--- config.mk ---
export PLATFORM = sky130hd
export DESIGN_NAME = rv32_core
export DESIGN_NICKNAME = d
export VERILOG_FILES = /design/src/design/core_pkg.sv /design/src/design/instr_decoder.sv /design/src/design/load_store_unit.sv /design/src/design/register_file.sv /design/src/design/rv32_core.sv
export VERILOG_INCLUDE_DIRS = /design/src /design/src/design
export SDC_FILE = /design/constraint.sdc
export NUM_CORES = 2
export LEC_CHECK = 0
export ABC_AREA = 1
export BUFFER_PORTS_ARGS = -buffer_cell sky130_fd_sc_hd__buf_2
export CAP_MARGIN = 20
export CORE_ASPECT_RATIO = 0.5
export CORE_MARGIN = 1
export CORE_UTILIZATION = 30
export CTS_BUF_LIST = sky130_fd_sc_hd__clkbuf_4
export DETAILED_ROUTE_END_ITERATION = 8
export GPL_ROUTABILITY_DRIVEN = 1
export GPL_TIMING_DRIVEN = 1
export PLACE_DENSITY = 0.49
export SYNTH_ARGS = -nofsm -noshare
export SYNTH_HDL_FRONTEND = slang
export SYNTH_SLANG_ARGS = --single-unit
--- constraint.sdc ---
create_clock -name clk -period 20.8 [get_ports clk]
set_input_delay 2.08 -clock clk [delete_from_list [all_inputs] [get_ports clk]]
set_output_delay 2.08 -clock clk [all_outputs]
set_load 0.02 [all_outputs]
--- src/design/core_config.svh ---
`ifndef CORE_CONFIG_SVH
`define CORE_CONFIG_SVH

// datapath and address width
`define CORE_XLEN 32

`define CORE_RESET_PC 32'h8000_0000 // first fetch address

`define CORE_REG_COUNT 32 // x0..x31

// major opcodes, inst[6:0]
`define CORE_OP_IMM    7'b001_0011 // addi
`define CORE_OP_LUI    7'b011_0111
`define CORE_OP_AUIPC  7'b001_0111
`define CORE_OP_JAL    7'b110_1111
`define CORE_OP_JALR   7'b110_0111
`define CORE_OP_LOAD   7'b000_0011
`define CORE_OP_STORE  7'b010_0011
`define CORE_OP_SYSTEM 7'b111_0011 // ebreak only

`endif

--- src/design/core_pkg.sv ---
`include "core_config.svh"

package core_pkg;

  // one data word or byte address
  typedef logic [`CORE_XLEN-1:0] word_t;

  typedef logic [$clog2(`CORE_REG_COUNT)-1:0] reg_addr_t; // x0..x31

  typedef logic [`CORE_XLEN/8-1:0] byte_mask_t; // one enable per byte lane

  // encoded as funct3 of loads and stores
  typedef enum logic [2:0] {
    SIZE_BYTE   = 3'b000, // lb, sb
    SIZE_HALF   = 3'b001, // lh, sh
    SIZE_WORD   = 3'b010, // lw, sw
    SIZE_BYTE_U = 3'b100, // lbu
    SIZE_HALF_U = 3'b101  // lhu
  } access_size_t;

  // writeback source for rd
  typedef enum logic [1:0] {
    WB_SUM  = 2'd0, // adder output
    WB_LINK = 2'd1, // pc + 4 for jal and jalr
    WB_LOAD = 2'd2  // extended load data
  } wb_sel_t;

endpackage

--- src/design/instr_decoder.sv ---
`timescale 1ns/1ps
`include "core_config.svh"

module instr_decoder (
  input  core_pkg::word_t        inst,
  output core_pkg::reg_addr_t    rs1_addr,
  output core_pkg::reg_addr_t    rs2_addr,
  output core_pkg::reg_addr_t    rd_addr,
  output core_pkg::word_t        imm,
  output logic                   use_pc,
  output logic                   reg_write,
  output core_pkg::wb_sel_t      wb_sel,
  output logic                   is_load,
  output logic                   is_store,
  output logic                   is_halt,
  output core_pkg::access_size_t size
);

  logic [6:0] opcode;
  logic [2:0] funct3;
  core_pkg::word_t imm_i;
  core_pkg::word_t imm_s;
  core_pkg::word_t imm_u;
  core_pkg::word_t imm_j;
  logic load_ok;  // funct3 names a real load
  logic store_ok; // funct3 names a real store

  assign opcode   = inst[6:0];
  assign funct3   = inst[14:12];
  assign rs2_addr = inst[24:20];
  assign rd_addr  = inst[11:7];

  // immediates, sign taken from inst[31]
  assign imm_i = {{20{inst[31]}}, inst[31:20]};
  assign imm_s = {{20{inst[31]}}, inst[31:25], inst[11:7]};
  assign imm_u = {inst[31:12], 12'h000};
  assign imm_j = {{11{inst[31]}}, inst[31], inst[19:12], inst[20], inst[30:21], 1'b0};

  assign load_ok  = funct3 inside {3'b000, 3'b001, 3'b010, 3'b100, 3'b101};
  assign store_ok = funct3 inside {3'b000, 3'b001, 3'b010};

  // only meaningful when is_load or is_store
  assign size = (load_ok) ? core_pkg::access_size_t'(funct3) : core_pkg::SIZE_WORD;

  always_comb begin
    rs1_addr  = inst[19:15];
    imm       = '0;
    use_pc    = 1'b0;
    reg_write = 1'b0;
    wb_sel    = core_pkg::WB_SUM;
    is_load   = 1'b0;
    is_store  = 1'b0;
    is_halt   = 1'b0;
    case (opcode)
      `CORE_OP_IMM: begin
        imm       = imm_i;
        reg_write = (funct3 == 3'b000); // other op-imm ops only advance pc
      end
      `CORE_OP_LUI: begin
        rs1_addr  = '0; // x0 + imm
        imm       = imm_u;
        reg_write = 1'b1;
      end
      `CORE_OP_AUIPC: begin
        imm       = imm_u;
        use_pc    = 1'b1;
        reg_write = 1'b1;
      end
      `CORE_OP_JAL: begin
        imm       = imm_j;
        use_pc    = 1'b1;
        reg_write = 1'b1;
        wb_sel    = core_pkg::WB_LINK;
      end
      `CORE_OP_JALR: begin
        imm       = imm_i;
        reg_write = 1'b1;
        wb_sel    = core_pkg::WB_LINK;
      end
      `CORE_OP_LOAD: begin
        imm       = imm_i;
        is_load   = load_ok;
        reg_write = load_ok;
        wb_sel    = core_pkg::WB_LOAD;
      end
      `CORE_OP_STORE: begin
        imm      = imm_s;
        is_store = store_ok;
      end
      `CORE_OP_SYSTEM: begin
        // ebreak is funct12 = 1 with every other field zero
        is_halt = (inst[31:7] == 25'h000_2000);
      end
      default: begin
        // unsupported opcode, falls through as a nop
      end
    endcase
  end

endmodule

--- src/design/load_store_unit.sv ---
`timescale 1ns/1ps

module load_store_unit (
  input  logic                   clk,
  input  logic                   rst,
  input  logic                   start_load,
  input  logic                   start_store,
  input  core_pkg::access_size_t size,
  input  core_pkg::word_t        addr,
  input  core_pkg::word_t        store_data,
  output core_pkg::word_t        load_data,
  output logic                   done,
  output logic                   mem_req,
  output logic                   mem_we,
  output core_pkg::word_t        mem_addr,
  output core_pkg::word_t        mem_wdata,
  output core_pkg::byte_mask_t   mem_wmask,
  input  logic                   mem_ack,
  input  core_pkg::word_t        mem_rdata
);

  typedef enum logic [1:0] {
    ST_IDLE,
    ST_REQUEST, // req high, waiting for ack
    ST_RELEASE, // req dropped, waiting for ack low
    ST_DONE
  } state_t;

  state_t state;
  state_t state_next;
  logic start;
  logic misaligned;
  logic [4:0] shamt; // byte offset in bits
  core_pkg::byte_mask_t lane_mask;
  core_pkg::word_t rdata_q; // word captured while ack is high
  core_pkg::word_t lane;

  assign start = start_load | start_store;
  assign shamt = {addr[1:0], 3'b000};

  // lane enables and alignment check
  always_comb begin
    misaligned = 1'b0;
    lane_mask  = '0;
    case (size)
      core_pkg::SIZE_BYTE, core_pkg::SIZE_BYTE_U: begin
        lane_mask = 4'b0001 << addr[1:0];
      end
      core_pkg::SIZE_HALF, core_pkg::SIZE_HALF_U: begin
        misaligned = addr[0];
        lane_mask  = 4'b0011 << addr[1:0];
      end
      core_pkg::SIZE_WORD: begin
        misaligned = (addr[1:0] != 2'b00);
        lane_mask  = 4'b1111;
      end
      default: misaligned = 1'b1;
    endcase
  end

  always_comb begin
    state_next = state;
    case (state)
      ST_IDLE:    if (start && !misaligned) state_next = ST_REQUEST;
      ST_REQUEST: if (mem_ack) state_next = ST_RELEASE;
      ST_RELEASE: if (!mem_ack) state_next = ST_DONE;
      ST_DONE:    state_next = ST_IDLE;
      default:    state_next = ST_IDLE;
    endcase
  end

  always_ff @(posedge clk) begin
    if (rst) begin
      state <= ST_IDLE;
    end else begin
      state <= state_next;
    end
  end

  // bus payload, latched as the transaction opens
  always_ff @(posedge clk) begin
    if (state == ST_IDLE && start) begin
      mem_addr  <= addr;
      mem_we    <= start_store;
      mem_wdata <= store_data << shamt; // data moved into its lane
      mem_wmask <= lane_mask;
    end
    if (state == ST_REQUEST && mem_ack) begin
      rdata_q <= mem_rdata;
    end
  end

  assign mem_req = (state == ST_REQUEST);

  // misaligned access finishes at once with no bus traffic
  assign done = (state == ST_DONE) || (state == ST_IDLE && start && misaligned);

  assign lane = rdata_q >> shamt;

  always_comb begin
    case (size)
      core_pkg::SIZE_BYTE:   load_data = {{24{lane[7]}}, lane[7:0]};
      core_pkg::SIZE_HALF:   load_data = {{16{lane[15]}}, lane[15:0]};
      core_pkg::SIZE_WORD:   load_data = rdata_q;
      core_pkg::SIZE_BYTE_U: load_data = {24'h00_0000, lane[7:0]};
      core_pkg::SIZE_HALF_U: load_data = {16'h0000, lane[15:0]};
      default:               load_data = '0;
    endcase
    if (misaligned) begin
      load_data = '0; // rd gets zero
    end
  end

  // core keeps the same address in front of the lsu for the whole request
  assert property (@(posedge clk) disable iff (rst)
    mem_req |-> (mem_addr == addr))
    else $error("lsu: address changed while mem_req was high");

  // a new request only after the previous ack has gone low
  assert property (@(posedge clk) disable iff (rst)
    $rose(mem_req) |-> !$past(mem_ack))
    else $error("lsu: mem_req raised while mem_ack still high");

endmodule

--- src/design/register_file.sv ---
`timescale 1ns/1ps
`include "core_config.svh"

module register_file (
  input  logic                clk,
  input  core_pkg::reg_addr_t rs1_addr,
  input  core_pkg::reg_addr_t rs2_addr,
  output core_pkg::word_t     rs1_data,
  output core_pkg::word_t     rs2_data,
  input  logic                we,
  input  core_pkg::reg_addr_t rd_addr,
  input  core_pkg::word_t     rd_data
);

  core_pkg::word_t regs [`CORE_REG_COUNT];

  // x0 reads as zero, whatever the array holds
  assign rs1_data = (rs1_addr == '0) ? '0 : regs[rs1_addr];
  assign rs2_data = (rs2_addr == '0) ? '0 : regs[rs2_addr];

  always_ff @(posedge clk) begin
    if (we && (rd_addr != '0)) begin
      regs[rd_addr] <= rd_data;
    end
  end

endmodule

--- src/design/rv32_core.sv ---
`timescale 1ns/1ps
`include "core_config.svh"

module rv32_core (
  input  logic                 clk,
  input  logic                 rst,
  input  core_pkg::word_t      inst,
  output core_pkg::word_t      pc,
  output logic                 halt,
  output logic                 mem_req,
  output logic                 mem_we,
  output core_pkg::word_t      mem_addr,
  output core_pkg::word_t      mem_wdata,
  output core_pkg::byte_mask_t mem_wmask,
  input  logic                 mem_ack,
  input  core_pkg::word_t      mem_rdata
);

  core_pkg::reg_addr_t rs1_addr;
  core_pkg::reg_addr_t rs2_addr;
  core_pkg::reg_addr_t rd_addr;
  core_pkg::word_t imm;
  core_pkg::word_t rs1_data;
  core_pkg::word_t rs2_data;
  core_pkg::word_t load_data;
  core_pkg::word_t op_a;
  core_pkg::word_t sum;
  core_pkg::word_t link;
  core_pkg::word_t target;
  core_pkg::word_t pc_next;
  core_pkg::word_t rd_data;
  core_pkg::wb_sel_t wb_sel;
  core_pkg::access_size_t size;
  logic use_pc;
  logic reg_write;
  logic is_load;
  logic is_store;
  logic is_halt;
  logic lsu_done;
  logic complete; // this edge retires the instruction

  instr_decoder u_decoder (
    .inst      (inst),
    .rs1_addr  (rs1_addr),
    .rs2_addr  (rs2_addr),
    .rd_addr   (rd_addr),
    .imm       (imm),
    .use_pc    (use_pc),
    .reg_write (reg_write),
    .wb_sel    (wb_sel),
    .is_load   (is_load),
    .is_store  (is_store),
    .is_halt   (is_halt),
    .size      (size)
  );

  register_file u_regfile (
    .clk      (clk),
    .rs1_addr (rs1_addr),
    .rs2_addr (rs2_addr),
    .rs1_data (rs1_data),
    .rs2_data (rs2_data),
    .we       (reg_write && complete),
    .rd_addr  (rd_addr),
    .rd_data  (rd_data)
  );

  load_store_unit u_lsu (
    .clk         (clk),
    .rst         (rst),
    .start_load  (is_load && !halt),
    .start_store (is_store && !halt),
    .size        (size),
    .addr        (sum),
    .store_data  (rs2_data),
    .load_data   (load_data),
    .done        (lsu_done),
    .mem_req     (mem_req),
    .mem_we      (mem_we),
    .mem_addr    (mem_addr),
    .mem_wdata   (mem_wdata),
    .mem_wmask   (mem_wmask),
    .mem_ack     (mem_ack),
    .mem_rdata   (mem_rdata)
  );

  // one adder for results, jump targets and memory addresses
  assign op_a   = use_pc ? pc : rs1_data;
  assign sum    = op_a + imm;
  assign link   = pc + 32'd4;
  assign target = {sum[`CORE_XLEN-1:1], 1'b0}; // jalr clears bit 0

  // memory ops wait for the lsu, everything else retires now
  assign complete = !halt && ((is_load || is_store) ? lsu_done : 1'b1);

  always_comb begin
    if (wb_sel == core_pkg::WB_LINK) begin
      pc_next = target;
    end else if (is_halt) begin
      pc_next = pc; // freeze on ebreak
    end else begin
      pc_next = link;
    end
  end

  always_comb begin
    case (wb_sel)
      core_pkg::WB_LINK: rd_data = link;
      core_pkg::WB_LOAD: rd_data = load_data;
      default:           rd_data = sum;
    endcase
  end

  always_ff @(posedge clk) begin
    if (rst) begin
      pc   <= `CORE_RESET_PC;
      halt <= 1'b0;
    end else if (complete) begin
      pc <= pc_next;
      if (is_halt) begin
        halt <= 1'b1; // sticky until reset
      end
    end
  end

  assert property (@(posedge clk) disable iff (rst) pc[1:0] == 2'b00)
    else $error("core: pc not word aligned, pc=%h", pc);

endmodule

==> metrics.txt <==
# TYPE chip_impl_metric gauge
chip_impl_metric{name="post_synth_num_cell_types",unit=""} 64
chip_impl_metric{name="ys_seq_elements",unit=""} 1159
chip_impl_metric{name="drt_pass1_iterations",unit=""} 9
chip_impl_metric{name="cp_data_arrival_time",unit="ps"} 11300
chip_impl_metric{name="start_util",unit="%"} 30.3
chip_impl_metric{name="post_cts.resized_instances",unit=""} 0
chip_impl_info{name="tritoncts",value="built"} 1
chip_impl_metric{name="finClkSkew",unit="ps"} 120
chip_impl_info{name="crit_path_end_kind",value="flop"} 1
chip_impl_metric{name="worst_slew_pin_slew",unit="ps"} 1200
chip_impl_info{name="dominantRegCellSynth",value="sky130_fd_sc_hd__edfxtp_1"} 1
chip_impl_metric{name="htree_num_levels",unit=""} 5
chip_impl_metric{name="drt_wl_total",unit="µm"} 267000
chip_impl_metric{name="synth_enable_flop_cells",unit=""} 1125
chip_impl_metric{name="seq_area_frac_synth",unit="%"} 57.8
chip_impl_metric{name="antenna_found_initial",unit=""} 23
chip_impl_metric{name="antenna_left",unit=""} 0
chip_impl_metric{name="layout-drive-gt1-share",unit="%"} 13.3
chip_impl_info{name="status",value="finished clean"} 1
chip_impl_metric{name="placement_cell_area",unit="µm²"} 63200
chip_impl_metric{name="total_power",unit="mW"} 5.54
chip_impl_metric{name="cts-buffers-inserted",unit=""} 315
chip_impl_metric{name="tritoncts_num_sinks",unit=""} 1159
chip_impl_metric{name="ys_warn_count",unit=""} 0
chip_impl_metric{name="rows",unit=""} 115
chip_impl_metric{name="setup_viol",unit=""} 0
chip_impl_metric{name="first_pass_grt_wire_length",unit="µm"} 367000
chip_impl_metric{name="io_pins",unit=""} 170
chip_impl_info{name="hold_path_class",value="reg2reg"} 1
chip_impl_metric{name="grt_start_max_net_pins",unit=""} 160
chip_impl_info{name="crit_type",value="in2reg"} 1
chip_impl_metric{name="post_cts_buffers",unit=""} 0
chip_impl_metric{name="coreArea",unit="µm²"} 197000
chip_impl_metric{name="fp.dieH",unit="µm"} 317
chip_impl_metric{name="vias",unit=""} 53194
chip_impl_metric{name="buffer_ports.inserted",unit=""} 168
chip_impl_metric{name="final_net_count",unit=""} 6473
chip_impl_metric{name="globalRoute.totalOverflow",unit=""} 0
chip_impl_metric{name="period_minus_slack",unit="ps"} 10440
chip_impl_metric{name="die_width",unit="µm"} 632
chip_impl_metric{name="area_delta_synth_final",unit="%"} 11.9
chip_impl_metric{name="vias_per_cell",unit=""} 5.79
chip_impl_metric{name="timing.final.crit_share",unit="%"} 50.2
chip_impl_metric{name="final.setup.tns",unit="ps"} 0
chip_impl_metric{name="cts_max_path_buffers",unit=""} 4
chip_impl_metric{name="finalHoldViolations",unit=""} 0
chip_impl_metric{name="drt_iter0_markers",unit=""} 7916
chip_impl_metric{name="route.detailed.drc",unit=""} 0
chip_impl_metric{name="power_density",unit="nW/µm²"} 83.0
chip_impl_metric{name="crit_fanout",unit=""} 38
chip_impl_info{name="grt_setup_unrepaired",value="no"} 1
chip_impl_metric{name="avgRoutedWirePerCell",unit="µm"} 29.1
chip_impl_metric{name="cts.reportedPaths.clkPinSlew",unit="ps"} 60
chip_impl_metric{name="max_cap_viols",unit=""} 0
chip_impl_metric{name="timing.slew.headroom",unit="%"} 19.5
chip_impl_metric{name="netlist_instances",unit=""} 6189
chip_impl_metric{name="final_report_max_slew_violation_count",unit=""} 0
chip_impl_metric{name="insertion_delay",unit="ps"} 1380
chip_impl_metric{name="floorplan.die_area",unit="µm²"} 201000
chip_impl_metric{name="place.gp.congestion",unit=""} 0.960
chip_impl_metric{name="synth_async_sr_flop_share",unit="%"} 0
chip_impl_metric{name="final_core_util",unit="%"} 33.9
chip_impl_metric{name="peak_clock_frequency_supported_by_timing",unit="MHz"} 95.8
chip_impl_metric{name="cp.required",unit="ps"} 21660
chip_impl_metric{name="final_cell_area",unit="µm²"} 66700
chip_impl_metric{name="static-leakage-power",unit="nW"} 23.6
chip_impl_metric{name="post_synth.cell_area_avg",unit="µm²"} 9.63
chip_impl_metric{name="worst_ir_drop_vdd",unit="µV"} 66.8
chip_impl_info{name="crit_path_launch_type",value="primary input"} 1
chip_impl_metric{name="dp.final_hpwl",unit="µm"} 166000
chip_impl_metric{name="grt.total_usage",unit="%"} 25.7
chip_impl_metric{name="cts_hold_buffers",unit=""} 0
chip_impl_metric{name="vias_in_the_first_global_route",unit=""} 48461
chip_impl_info{name="cts-root-buf",value="sky130_fd_sc_hd__clkbuf_4"} 1
chip_impl_metric{name="post_synth_instance_area",unit="µm²"} 59600
==> worst paths after layout <==
check	from	end	slack [ps]	cells after the start
hold / removal	u_lsu.state[1]	u_lsu.state[1]	570	2
setup / recovery	inst[3]	u_regfile.regs[31][5]	10360	27
setup reg to reg	u_regfile.regs[19][1]	u_regfile.regs[31][5]	13440	17
hold reg to reg	u_lsu.state[1]	u_lsu.state[1]	570	2
==> cells in the final DEF (no fill, tap or decap), types with 34 or more instances in the layout <==
cell type	n
sky130_fd_sc_hd__dfxtp_1	34
sky130_fd_sc_hd__buf_4	125
sky130_fd_sc_hd__edfxtp_1	1125
sky130_fd_sc_hd__a21oi_1	363
sky130_fd_sc_hd__o21ai_0	776
sky130_fd_sc_hd__o21bai_1	38
sky130_fd_sc_hd__o22ai_1	181
sky130_fd_sc_hd__a221oi_1	59
sky130_fd_sc_hd__inv_1	336
sky130_fd_sc_hd__nor2_1	565
sky130_fd_sc_hd__buf_2	163
sky130_fd_sc_hd__a32oi_1	108
sky130_fd_sc_hd__nor2_4	39
sky130_fd_sc_hd__nand2_1	1199
sky130_fd_sc_hd__o211ai_1	112
sky130_fd_sc_hd__nand3_1	304
sky130_fd_sc_hd__o221ai_1	47
sky130_fd_sc_hd__clkinv_1	50
sky130_fd_sc_hd__ha_1	38
sky130_fd_sc_hd__clkbuf_4	429
==> sequential cells by signal (all words and copies together) (netlist names) <==
signal / cells
pc: 31
u_regfile.regs: 1024
u_lsu.rdata_q: 32
u_lsu.mem_we: 1
halt: 1
u_lsu.mem_wmask: 4
u_lsu.state: 2
u_lsu.mem_wdata: 32
u_lsu.mem_addr: 32
==> area by class of cell <==
| type | count | area (µm²) |
|---|---|---|
| flip-flops and latches | 1159 | 34500 |
| diodes | 13 | 32.5 |
| multi-input cells | 4231 | 22100 |
| repair buffers | 301 | 1970 |
| fillers | 20186 | 130000 |
| clock inverters | 66 | 289 |
| well taps | 2632 | 3290 |
| clock buffers | 429 | 3220 |
| inverters | 358 | 1370 |
==> critical path, cell delays in order <==
cell	delay, ps
sky130_fd_sc_hd__buf_2	120
sky130_fd_sc_hd__inv_2	60
sky130_fd_sc_hd__nand2_1	40
sky130_fd_sc_hd__nor2_1	150
sky130_fd_sc_hd__nand2_2	110
sky130_fd_sc_hd__buf_4	250
sky130_fd_sc_hd__nand2_4	260
sky130_fd_sc_hd__inv_4	260
sky130_fd_sc_hd__nor2_2	160
sky130_fd_sc_hd__buf_4	290
sky130_fd_sc_hd__clkinv_2	650
sky130_fd_sc_hd__buf_4	570
sky130_fd_sc_hd__o22ai_1	230
sky130_fd_sc_hd__o21bai_1	150
sky130_fd_sc_hd__nand2_1	80
sky130_fd_sc_hd__nand3_1	420
sky130_fd_sc_hd__o21ai_0	290
sky130_fd_sc_hd__fa_1	1170
sky130_fd_sc_hd__nor2_4	270
sky130_fd_sc_hd__inv_1	390
sky130_fd_sc_hd__o21ai_1	210
sky130_fd_sc_hd__nand2_1	550
sky130_fd_sc_hd__clkinv_1	740
sky130_fd_sc_hd__o21ai_0	260
sky130_fd_sc_hd__a21oi_1	60
sky130_fd_sc_hd__o22ai_1	610
sky130_fd_sc_hd__inv_1	720
==> Yosys cell counts (19+ instances only) <==
cell	instances	area share (%)
sky130_fd_sc_hd__a211oi_1	30	0.38
sky130_fd_sc_hd__a21oi_1	370	3.1
sky130_fd_sc_hd__a221oi_1	59	0.87
sky130_fd_sc_hd__a31oi_1	21	0.22
sky130_fd_sc_hd__a32oi_1	108	1.6
sky130_fd_sc_hd__buf_1	20	0.13
sky130_fd_sc_hd__buf_2	203	1.7
sky130_fd_sc_hd__buf_4	44	0.55
sky130_fd_sc_hd__clkbuf_1	185	1.2
sky130_fd_sc_hd__dfxtp_1	34	1.1
sky130_fd_sc_hd__edfxtp_1	1125	57
sky130_fd_sc_hd__ha_1	39	0.82
sky130_fd_sc_hd__inv_1	344	2.2
sky130_fd_sc_hd__nand2_1	1201	7.6
sky130_fd_sc_hd__nand3_1	305	2.6
sky130_fd_sc_hd__nand4_1	25	0.26
sky130_fd_sc_hd__nor2_1	602	3.8
sky130_fd_sc_hd__nor3_1	24	0.20
sky130_fd_sc_hd__o211ai_1	112	1.4
sky130_fd_sc_hd__o21ai_0	786	6.6
sky130_fd_sc_hd__o21bai_1	38	0.48
sky130_fd_sc_hd__o221ai_1	47	0.69
sky130_fd_sc_hd__o22ai_1	181	1.9
sky130_fd_sc_hd__o31ai_1	19	0.24
sky130_fd_sc_hd__xor2_1	29	0.43
==> routing by layer <==
metal	share of wire, %	routed length [µm]	track usage, %
met2	42	113000	37.5
met1	41	110000	34.9
met4	4.7	12600	12.5
met5	0.038	102	0
met3	12	31900	7.26
==> where the power goes <==
group          internal (mW)  switching [mW]
logic                  0.184           0.694
registers               2.69          0.0208
clock network          0.956           0.991
total                   3.83            1.71
==> cells by family (layout without fill, tap and decap cells) <==
kind of cell | count (synthesis) | in the layout | share of synthesized area (%)
AND/OR/NAND/NOR | 2193 | 2193 | 14.8
adder cells (fa/ha/maj) | 40 | 40 | 0.852
AO/OA/AOI/OAI | 1911 | 1911 | 19.5
flip-flops | 1159 | 1159 | 57.8
XOR/XNOR | 41 | 41 | 0.602
multiplexers | 13 | 13 | 0.227
other | 1 | 46 | 0.00629
buffers and inverters | 831 | 1154 | 6.22
==> metrics by stage <==
| step | std cells | hold slack (ps) | setup slack (ps) |
|---|---|---|---|
| floorplan | 6221 | 513 | 12380 |
| global placement | 8678 | 572 | 9470 |
| detailed placement | 8681 | 560 | 9460 |
| CTS | 9176 | 569 | 10900 |
| global route | 9184 | 617 | 10130 |
| finish | 9189 | 569 | 10360 |
(Power assumes the default switching activity.)
